## src/hdl/scroll_pkg.sv

```systemverilog
// #########################################################
// scroll video package
// raster timing limits, layer count, pixel width and the
// per-layer constant scroll offsets
// #########################################################

`default_nettype none

package scroll_pkg;

    // layers, layer 0 is the front one
    localparam int n_layers = 2;

    // raster geometry in pixels and lines
    localparam logic [8:0] h_total      = 9'd384;  // pixels per line.
    localparam logic [8:0] v_total      = 9'd264;  // lines per frame.
    localparam logic [8:0] h_active_end = 9'd256;  // first blanked column.
    localparam logic [8:0] v_active_end = 9'd224;  // first blanked line.

    // colour index
    localparam int pxl_w = 6;

    // index 3f marks an empty pixel, the mixer looks through it
    localparam logic [pxl_w-1:0] transparent_pxl = 6'h3f;

    // fixed horizontal offset added to each layer's scroll register
    localparam logic [n_layers-1:0][15:0] layer_hoffset = {
        16'd8,  // layer 1.
        16'd0   // layer 0.
    };

endpackage

`default_nettype wire

```

## src/hdl/pal_prom.sv

```systemverilog
// #########################################################
// palette prom, 256 x 4
// written from the loader port, read through a register
// #########################################################

`timescale 1ns/1ps
`default_nettype none

module pal_prom (
    input  logic       clk,
    input  logic       we,
    input  logic [7:0] wr_addr,
    input  logic [7:0] rd_addr,
    input  logic [3:0] data,
    output logic [3:0] q
);

    logic [3:0] mem [256];  // colour nibbles.

    always_ff @(posedge clk) begin
        if (we) begin
            mem[wr_addr] <= data;  // loader write.
        end
        q <= mem[rd_addr];  // one clk read latency.
    end

endmodule

`default_nettype wire

```

## src/hdl/video_timing.sv

```systemverilog
// #########################################################
// raster timing generator
// pixel enable at clk/2, h/v counters, blanking levels and
// the flip-adjusted screen column used by the layers
// #########################################################

`timescale 1ns/1ps
`default_nettype none

module video_timing import scroll_pkg::*; (
    input  logic       clk,
    input  logic       rst,
    input  logic       flip,
    output logic       pxl_cen,
    output logic [8:0] h,
    output logic [8:0] v,
    output logic [9:0] hf,
    output logic       hblank,
    output logic       vblank
);

    logic [9:0] hfix;

    always_ff @(posedge clk or posedge rst) begin
        if (rst) begin
            pxl_cen <= 1'b0;
            h       <= '0;
            v       <= '0;
        end else begin
            pxl_cen <= ~pxl_cen;
            if (pxl_cen) begin
                if (h == h_total - 9'd1) begin
                    h <= '0;
                    v <= (v == v_total - 9'd1) ? 9'd0 : v + 9'd1;  // next line.
                end else begin
                    h <= h + 9'd1;
                end
            end
        end
    end

    assign hblank = h >= h_active_end;
    assign vblank = v >= v_active_end;

    // three column regions; the low byte runs backwards under flip
    always_comb begin
        if (h > 9'h0c0 && h < 9'h100) begin
            hfix = {2'h3 ^ {flip, 1'b0}, h[7:0]};
        end else if (h[8]) begin
            hfix = {2'h0, h[7:0]};  // blanking tail.
        end else begin
            hfix = {2'h1 ^ {flip, 1'b0}, h[7:0]};
        end
        hfix[7:0] = hfix[7:0] ^ {8{flip}};
    end

    always_ff @(posedge clk or posedge rst) begin
        if (rst) begin
            hf <= '0;
        end else begin
            hf <= hfix;  // lags h by one clk.
        end
    end

endmodule

`default_nettype wire

```

## src/hdl/scroll_layer.sv

```systemverilog
// #########################################################
// tile scroll layer
// fetches map entries and tile rows, shifts out 2-bit pixels
// and maps them through the palette proms
// #########################################################

`timescale 1ns/1ps
`default_nettype none

module scroll_layer import scroll_pkg::*; #(
    parameter logic [15:0] HOFFSET = 16'd0
) (
    input  logic             clk,
    input  logic             rst,
    input  logic             pxl_cen,
    input  logic [8:0]       h,
    input  logic [8:0]       v,
    input  logic [9:0]       hf,
    input  logic             flip,
    input  logic [2:0]       pal_bank,
    input  logic [15:0]      hpos,
    input  logic             layer_on,    // low gives transparent output.
    // palette loader
    input  logic [7:0]       prog_addr,
    input  logic [3:0]       prog_din,
    input  logic [1:0]       prom_we,
    // map rom
    output logic [11:0]      map_addr,
    output logic             map_cs,
    input  logic [15:0]      map_data,
    input  logic             map_ok,
    // tile rom
    output logic [13:2]      rom_addr,
    input  logic [31:0]      rom_data,
    input  logic             rom_ok,
    output logic [pxl_w-1:0] pxl
);

    logic [15:0] hpos_adj;
    logic [15:0] heff;    // column under the beam.
    logic [15:0] hadv;    // column one tile ahead.
    logic        hflip;
    logic        vflip;
    logic        hflip_q;
    logic [15:0] pxl_msb;
    logic [15:0] pxl_lsb;
    logic [2:0]  pal_hsb;
    logic [1:0]  cur_pxl;
    logic [7:0]  pal_addr;
    logic [3:0]  prom_lo;
    logic [3:0]  prom_hi;

    assign hpos_adj = hpos + HOFFSET;

    // map entry attribute bits, both relative to screen flip
    assign hflip = map_data[6] ^ flip;
    assign vflip = map_data[7] ^ flip;

    always_comb begin
        heff = hpos_adj + {{6{hf[9]}}, hf};
        if (flip) begin
            heff = heff - 16'd11;  // flipped screen alignment.
        end
        hadv = flip ? heff - 16'h10 : heff + 16'h10;
    end

    always_ff @(posedge clk or posedge rst) begin
        if (rst) begin
            map_addr <= '0;
            map_cs   <= 1'b0;
            rom_addr <= '0;
            pxl_msb  <= '0;
            pxl_lsb  <= '0;
            pal_hsb  <= '0;
            hflip_q  <= 1'b0;
        end else if (pxl_cen) begin
            if (heff[3:0] == 4'd0) begin
                // tile boundary: take the fetched row, ask for the next tile
                pxl_msb  <= {rom_data[3:0], rom_data[11:8],
                             rom_data[19:16], rom_data[27:24]};
                pxl_lsb  <= {rom_data[7:4], rom_data[15:12],
                             rom_data[23:20], rom_data[31:28]};
                hflip_q  <= hflip;
                pal_hsb  <= map_data[10:8];
                map_addr <= {hadv[13:8], v[7:5] ^ {3{flip}}, hadv[7:5]};
                map_cs   <= 1'b1;
            end else begin
                if (map_cs && map_ok) begin
                    map_cs   <= 1'b0;
                    rom_addr <= {map_data[5:0], v[4:0] ^ {5{vflip}}, heff[4] ^ ~hflip};
                end
                if (hflip_q) begin
                    pxl_msb <= pxl_msb >> 1;
                    pxl_lsb <= pxl_lsb >> 1;
                end else begin
                    pxl_msb <= pxl_msb << 1;
                    pxl_lsb <= pxl_lsb << 1;
                end
            end
        end
    end

    // pixel leaves from the end the shift direction empties
    assign cur_pxl = hflip_q ? {pxl_msb[0], pxl_lsb[0]} : {pxl_msb[15], pxl_lsb[15]};

    assign pal_addr = {pal_bank, pal_hsb, cur_pxl};

    pal_prom u_prom_lo (
        .clk     (clk),
        .we      (prom_we[0]),
        .wr_addr (prog_addr),
        .rd_addr (pal_addr),
        .data    (prog_din),
        .q       (prom_lo)
    );

    pal_prom u_prom_hi (
        .clk     (clk),
        .we      (prom_we[1]),
        .wr_addr (prog_addr),
        .rd_addr (pal_addr),
        .data    (prog_din),
        .q       (prom_hi)
    );

    assign pxl = layer_on ? {prom_hi[1:0], prom_lo} : transparent_pxl;

endmodule

`default_nettype wire

```

## src/hdl/layer_mixer.sv

```systemverilog
// #########################################################
// layer priority mixer
// front-most opaque layer wins, output blanked and registered
// #########################################################

`timescale 1ns/1ps
`default_nettype none

module layer_mixer import scroll_pkg::*; (
    input  logic             clk,
    input  logic             rst,
    input  logic             hblank,
    input  logic             vblank,
    input  logic [pxl_w-1:0] layer_pxl [n_layers],
    output logic [pxl_w-1:0] pixel_out
);

    logic [pxl_w-1:0] pick;

    // walk from the back so the lowest opaque index is left standing
    always_comb begin
        pick = transparent_pxl;
        for (int i = n_layers - 1; i >= 0; i--) begin
            if (layer_pxl[i] != transparent_pxl) begin
                pick = layer_pxl[i];
            end
        end
    end

    always_ff @(posedge clk or posedge rst) begin
        if (rst) begin
            pixel_out <= '0;
        end else if (hblank || vblank) begin
            pixel_out <= '0;  // black outside the active area.
        end else begin
            pixel_out <= pick;
        end
    end

endmodule

`default_nettype wire

```

## src/hdl/scroll_top.sv

```systemverilog
// #########################################################
// two-layer tile scroll video top
// raster timing, the scroll layers and the priority mixer
// #########################################################

`timescale 1ns/1ps
`default_nettype none

module scroll_top import scroll_pkg::*; (
    input  logic                         clk,
    input  logic                         rst,
    input  logic                         flip,
    // raster
    output logic                         pxl_cen,
    output logic [8:0]                   h,
    output logic [8:0]                   v,
    output logic [9:0]                   hf,
    output logic                         hblank,
    output logic                         vblank,
    // per-layer controls
    input  logic [n_layers-1:0][15:0]    hpos,
    input  logic [n_layers-1:0][2:0]     pal_bank,
    input  logic [n_layers-1:0]          layer_on,
    // palette loader
    input  logic [7:0]                   prog_addr,
    input  logic [3:0]                   prog_din,
    input  logic [2*n_layers-1:0]        prom_we,   // two nibbles per layer.
    // map roms
    output logic [n_layers-1:0][11:0]    map_addr,
    output logic [n_layers-1:0]          map_cs,
    input  logic [n_layers-1:0][15:0]    map_data,
    input  logic [n_layers-1:0]          map_ok,
    // tile roms
    output logic [n_layers-1:0][13:2]    rom_addr,
    input  logic [n_layers-1:0][31:0]    rom_data,
    input  logic [n_layers-1:0]          rom_ok,
    output logic [pxl_w-1:0]             pixel_out
);

    logic [pxl_w-1:0] layer_pxl [n_layers];

    video_timing u_timing (
        .clk     (clk),
        .rst     (rst),
        .flip    (flip),
        .pxl_cen (pxl_cen),
        .h       (h),
        .v       (v),
        .hf      (hf),
        .hblank  (hblank),
        .vblank  (vblank)
    );

    for (genvar i = 0; i < n_layers; i++) begin : g_layer
        scroll_layer #(
            .HOFFSET (layer_hoffset[i])
        ) u_layer (
            .clk       (clk),
            .rst       (rst),
            .pxl_cen   (pxl_cen),
            .h         (h),
            .v         (v),
            .hf        (hf),
            .flip      (flip),
            .pal_bank  (pal_bank[i]),
            .hpos      (hpos[i]),
            .layer_on  (layer_on[i]),
            .prog_addr (prog_addr),
            .prog_din  (prog_din),
            .prom_we   (prom_we[2*i +: 2]),
            .map_addr  (map_addr[i]),
            .map_cs    (map_cs[i]),
            .map_data  (map_data[i]),
            .map_ok    (map_ok[i]),
            .rom_addr  (rom_addr[i]),
            .rom_data  (rom_data[i]),
            .rom_ok    (rom_ok[i]),
            .pxl       (layer_pxl[i])
        );
    end

    layer_mixer u_mixer (
        .clk       (clk),
        .rst       (rst),
        .hblank    (hblank),
        .vblank    (vblank),
        .layer_pxl (layer_pxl),
        .pixel_out (pixel_out)
    );

endmodule

`default_nettype wire

```

## config.mk

```make
export PLATFORM = sky130hd
export DESIGN_NAME = scroll_top
export DESIGN_NICKNAME = d
export VERILOG_FILES = /design/src/hdl/scroll_pkg.sv /design/src/hdl/pal_prom.sv /design/src/hdl/video_timing.sv /design/src/hdl/scroll_layer.sv /design/src/hdl/layer_mixer.sv /design/src/hdl/scroll_top.sv
export SDC_FILE = /design/constraint.sdc
export NUM_CORES = 2
export LEC_CHECK = 0
export ABC_CLOCK_PERIOD_IN_PS = 6800
export BUFFER_PORTS_ARGS = -buffer_cell sky130_fd_sc_hd__buf_2
export CAP_MARGIN = 10
export CELL_PAD_IN_SITES_DETAIL_PLACEMENT = 1
export CELL_PAD_IN_SITES_GLOBAL_PLACEMENT = 2
export CORE_ASPECT_RATIO = 0.75
export CORE_MARGIN = 1.5
export CORE_UTILIZATION = 52
export CTS_BUF_LIST = sky130_fd_sc_hd__clkbuf_2 sky130_fd_sc_hd__clkbuf_4 sky130_fd_sc_hd__clkbuf_8
export DETAILED_ROUTE_END_ITERATION = 8
export GPL_TIMING_DRIVEN = 0
export HOLD_SLACK_MARGIN = 0.12
export PLACE_DENSITY = 0.89
export SLEW_MARGIN = 20
export SYNTH_ARGS = -nofsm -noshare
export SYNTH_HDL_FRONTEND = slang
export SYNTH_SLANG_ARGS = --single-unit
```

## constraint.sdc

```tcl
create_clock -name clk -period 6.8 [get_ports clk]
set_input_delay 1.36 -clock clk [delete_from_list [all_inputs] [get_ports clk]]
set_output_delay 1.36 -clock clk [all_outputs]
set_load 0.1 [all_outputs]
```

==> impl_results.md <==
- Vias in the first global route: approximately 80000
- Share of cells above drive strength 1: 30.2%
- CP max FO: 10
- Clk buf depth: 4
- First-pass GRT wire length: 625000 µm
- Psw: 20400 µW
- Unique masters post-synth: 62
- DRC viols: 0
- Synth top cells by count: 3072 x edfxtp_1, 1030 x and3_1, 1020 x mux4_2
- Post-synth ARST share: under 10%
- Post-CTS Setup Inserts: 0
- P_leak: 0.0533 µW
- CTS tree: built
- I/O Buffers: about 220
- Yosys top cell area share: between 60% and 70%
- PostCTS Resize Cnt: 0
- GRT overflow: 0
- Layout area overhead: 12.3%
- EDFF count, synth: around 3000
- Synth area leaders: edfxtp_1 69%, mux4_2 17%, and3_1 4.8%, dfrtp_1 2.9%, clkbuf_1 1.3%
- Sequential share of power: 38.7%
- Seq cells post-synth: 3241
- Die Area: 261000 µm²
- Post-Syn Instances: 6745
- Initial antenna violation count: 92
- RSZ-0062 raised after global routing: false
- Fillers: 22200
- DP Wirelength: 312000 µm
- Die height: 443 µm
- DRT iter0 DRCs: 14600
- Number of max-cap violations: 0
- Syn_area_per_cell: approximately 20 µm²
- Worst-Margin Slew: about 1.4 ns
- # hold bufs at CTS: 0
- Clock transition at path regs: ~0.070 ns
- Clock network power share: 27.5%
- Htree depth: 5
- Worst skew pair latency: 1.11 ns
- Synth warn: 0
- CTS sink cnt: 3241
- Drt pass-1 iters: 6
- Fmax: 183 MHz
- Status: complete, no violations
- Register area share after synthesis: 71.8%
- Crit. End Element: register
- I/O pin count: about 250
- Crit Path Class: register to register
- Total track usage: 34.6%
- Period utilisation layout: 80.4%
- Syn Nets: 6967
- Die W: 590 µm
- NumNets Final: 7735
- CTS root buf: clkbuf_8
- Critical Path Source Type: register
- Post-Route Setup TNS: 0 ns
- Hold crit path type: input port to asynchronous set/reset pin
- Via density: slightly below 7
- Required @ worst endpoint: 7.73 ns
- Worst VDD drop: 0.000305 V
- DR WL/cell: 39.7 µm
- Main flop type after synthesis: edfxtp_1
- Minimum clock period after layout: 5.47 ns
- Int Pwr: 38000 µW
- Total power: 58400 µW
- Critical Path AT: 6.39 ns
- Vias after detailed routing: 79300
- Post-Route WL: about 450000 µm
- Synthesized cell area: 134000 µm²
- Slew Viols, Final: 0
- Placer Congestion: 0.922
- Combinational fraction of design power: 33.9%
- Worst-case clock skew: 0.0537 ns
- Total CTS buffers: 477
- Post-route ant nets: 0
- Hold Vio Cnt, Final: 0
- Setup violators final: 0
- Row Count: 161
- Largest net degree at the start of global routing: 141
- Initial Utilization: 52.3%
- Most common cell in the netlist: edfxtp_1
- Net Sw Frac: 34.9%
- Area leader, netlist: edfxtp_1
- PD cells: roughly 390 nW/µm²
- Core Box Area: 257000 µm²
- Worst relative slew slack: 6.45%
cells in the final DEF (no fill, tap or decap), drive strengths merged, types with 4 or more instances in the layout:
master    instances
o21a             11
nand3b            4
mux2             77
clkinvlp          9
nand2b           23
bufinv           15
mux2i            61
a211oi            6
a31oi             9
inv              47
nand4            13
o21ai            94
and3           1030
buf             398
dfrtp           157
nor2             89
o221a             6
dfxtp            12
a21oi            60
edfxtp         3072
mux4           1020
nand3            14
nor3b             5
nand2           111
xor2             38
xnor2            53
nor2b             8
fa                4
or3               8
ha               59
clkbuf         1120
nor4              5
a21o             11
diode            59
or2               5
nor3             23
clkinv          198
layer usage:
layer / GRT usage (%) / vias to the layer above / wire length (µm)
li1: - / 29600 / -
met1: 47.9 / 41300 / 160000
met2: 47.9 / 7265 / 192000
met3: 14.9 / 1128 / 77900
met4: 14.8 / 22 / 21800
met5: 0 / - / 156
state kept, by name (all words and copies together) (netlist names):
name,count
g_layer.u_layer.pxl_msb,32
g_layer.u_layer.map_cs,2
g_layer.u_layer.hflip_q,2
u_timing.h,9
g_layer.u_layer.rom_addr,24
g_layer.u_layer.u_prom_lo.q,8
g_layer.u_layer.u_prom_hi.mem,1024
u_timing.v,9
u_timing.hf,10
u_mixer.pixel_out,6
g_layer.u_layer.map_addr,24
u_timing.pxl_cen,1
g_layer.u_layer.pal_hsb,6
g_layer.u_layer.pxl_lsb,32
g_layer.u_layer.u_prom_lo.mem,2048
g_layer.u_layer.u_prom_hi.q,4
per-stage QoR:
step | cells | instance area, µm² | utilization, % | hold slack [ns] | setup WS [ns]
2_1_floorplan | 6745 | 134000 | - | 0.467 | 1.21
3_3_place_gp | 10400 | 140000 | 54.4 | 0.461 | -9.17
3_5_place_dp | 10500 | 141000 | 55.0 | 0.469 | 1.07
4_1_cts | 11300 | 151000 | 58.6 | 0.325 | 1.41
5_1_grt | 11400 | 151000 | 58.7 | 0.371 | 1.36
6_report | 11400 | 151000 | 58.7 | 0.340 | 1.33
worst max-delay path, stage by stage, from the launching register on:
cell	delay (ns)
dfrtp_1	0.34
buf_4	0.18
mux2i_1	0.80
clkbuf_1	0.58
buf_1	1.08
mux4_2	0.49
mux4_2	0.53
mux4_2	0.68
mux4_2	0.60
power by group through the flow:
stage / Combinational, µW / Sequential [µW] / Clock [µW]
2_1_floorplan: 10500 / 24000 / 0
3_3_place_gp: 18300 / 23200 / 0
3_5_place_dp: 18900 / 23000 / 0
4_1_cts: 19100 / 22600 / 16000
5_1_grt: 19900 / 22600 / 16700
6_report: 19800 / 22600 / 16000
kinds of logic after synthesis:
logic type	after synthesis	synth area share, %
XOR/XNOR	92	0.611
flip-flops	3241	71.8
multiplexers	1158	18.2
AND/OR/NAND/NOR	1348	5.90
AO/OA/AOI/OAI	226	1.01
adder cells (fa/ha/maj)	63	0.610
buffers and inverters	617	1.81
final timing paths:
check	start	end	slack (ns)	cells after the start
max in group asynchronous	rst	g_layer[1].u_layer.pal_hsb[1]$_DFFE_PP0P_	5.55	3
setup reg to reg	g_layer[1].u_layer.hflip_q$_DFFE_PP0P_	g_layer[1].u_layer.u_prom_lo.q[0]$_DFF_P_	1.33	8
min in group clk	g_layer[0].u_layer.map_addr[2]$_DFFE_PP0P_	g_layer[0].u_layer.map_addr[2]$_DFFE_PP0P_	0.47	2
setup / recovery	g_layer[1].u_layer.hflip_q$_DFFE_PP0P_	g_layer[1].u_layer.u_prom_lo.q[0]$_DFF_P_	1.33	8
hold / removal	rst	g_layer[0].u_layer.map_addr[3]$_DFFE_PP0P_	0.34	2
hold reg to reg	g_layer[0].u_layer.map_addr[2]$_DFFE_PP0P_	g_layer[0].u_layer.map_addr[2]$_DFFE_PP0P_	0.47	2
cell type report:
| class | count | area (µm²) | share of cell area (%) |
|---|---|---|---|
| antenna | 59 | 148 | 0.0980 |
| buffer | 583 | 2480 | 1.64 |
| clock buffer | 646 | 7910 | 5.25 |
| clock inverter | 235 | 1460 | 0.970 |
| inverter | 34 | 135 | 0.0897 |
| multi-input combinational | 2887 | 35500 | 23.6 |
| sequential | 3241 | 96400 | 64.0 |
| tap | 3423 | 4280 | 2.84 |
| timing repair buffer | 289 | 2360 | 1.56 |
(Power assumes the default switching activity.)
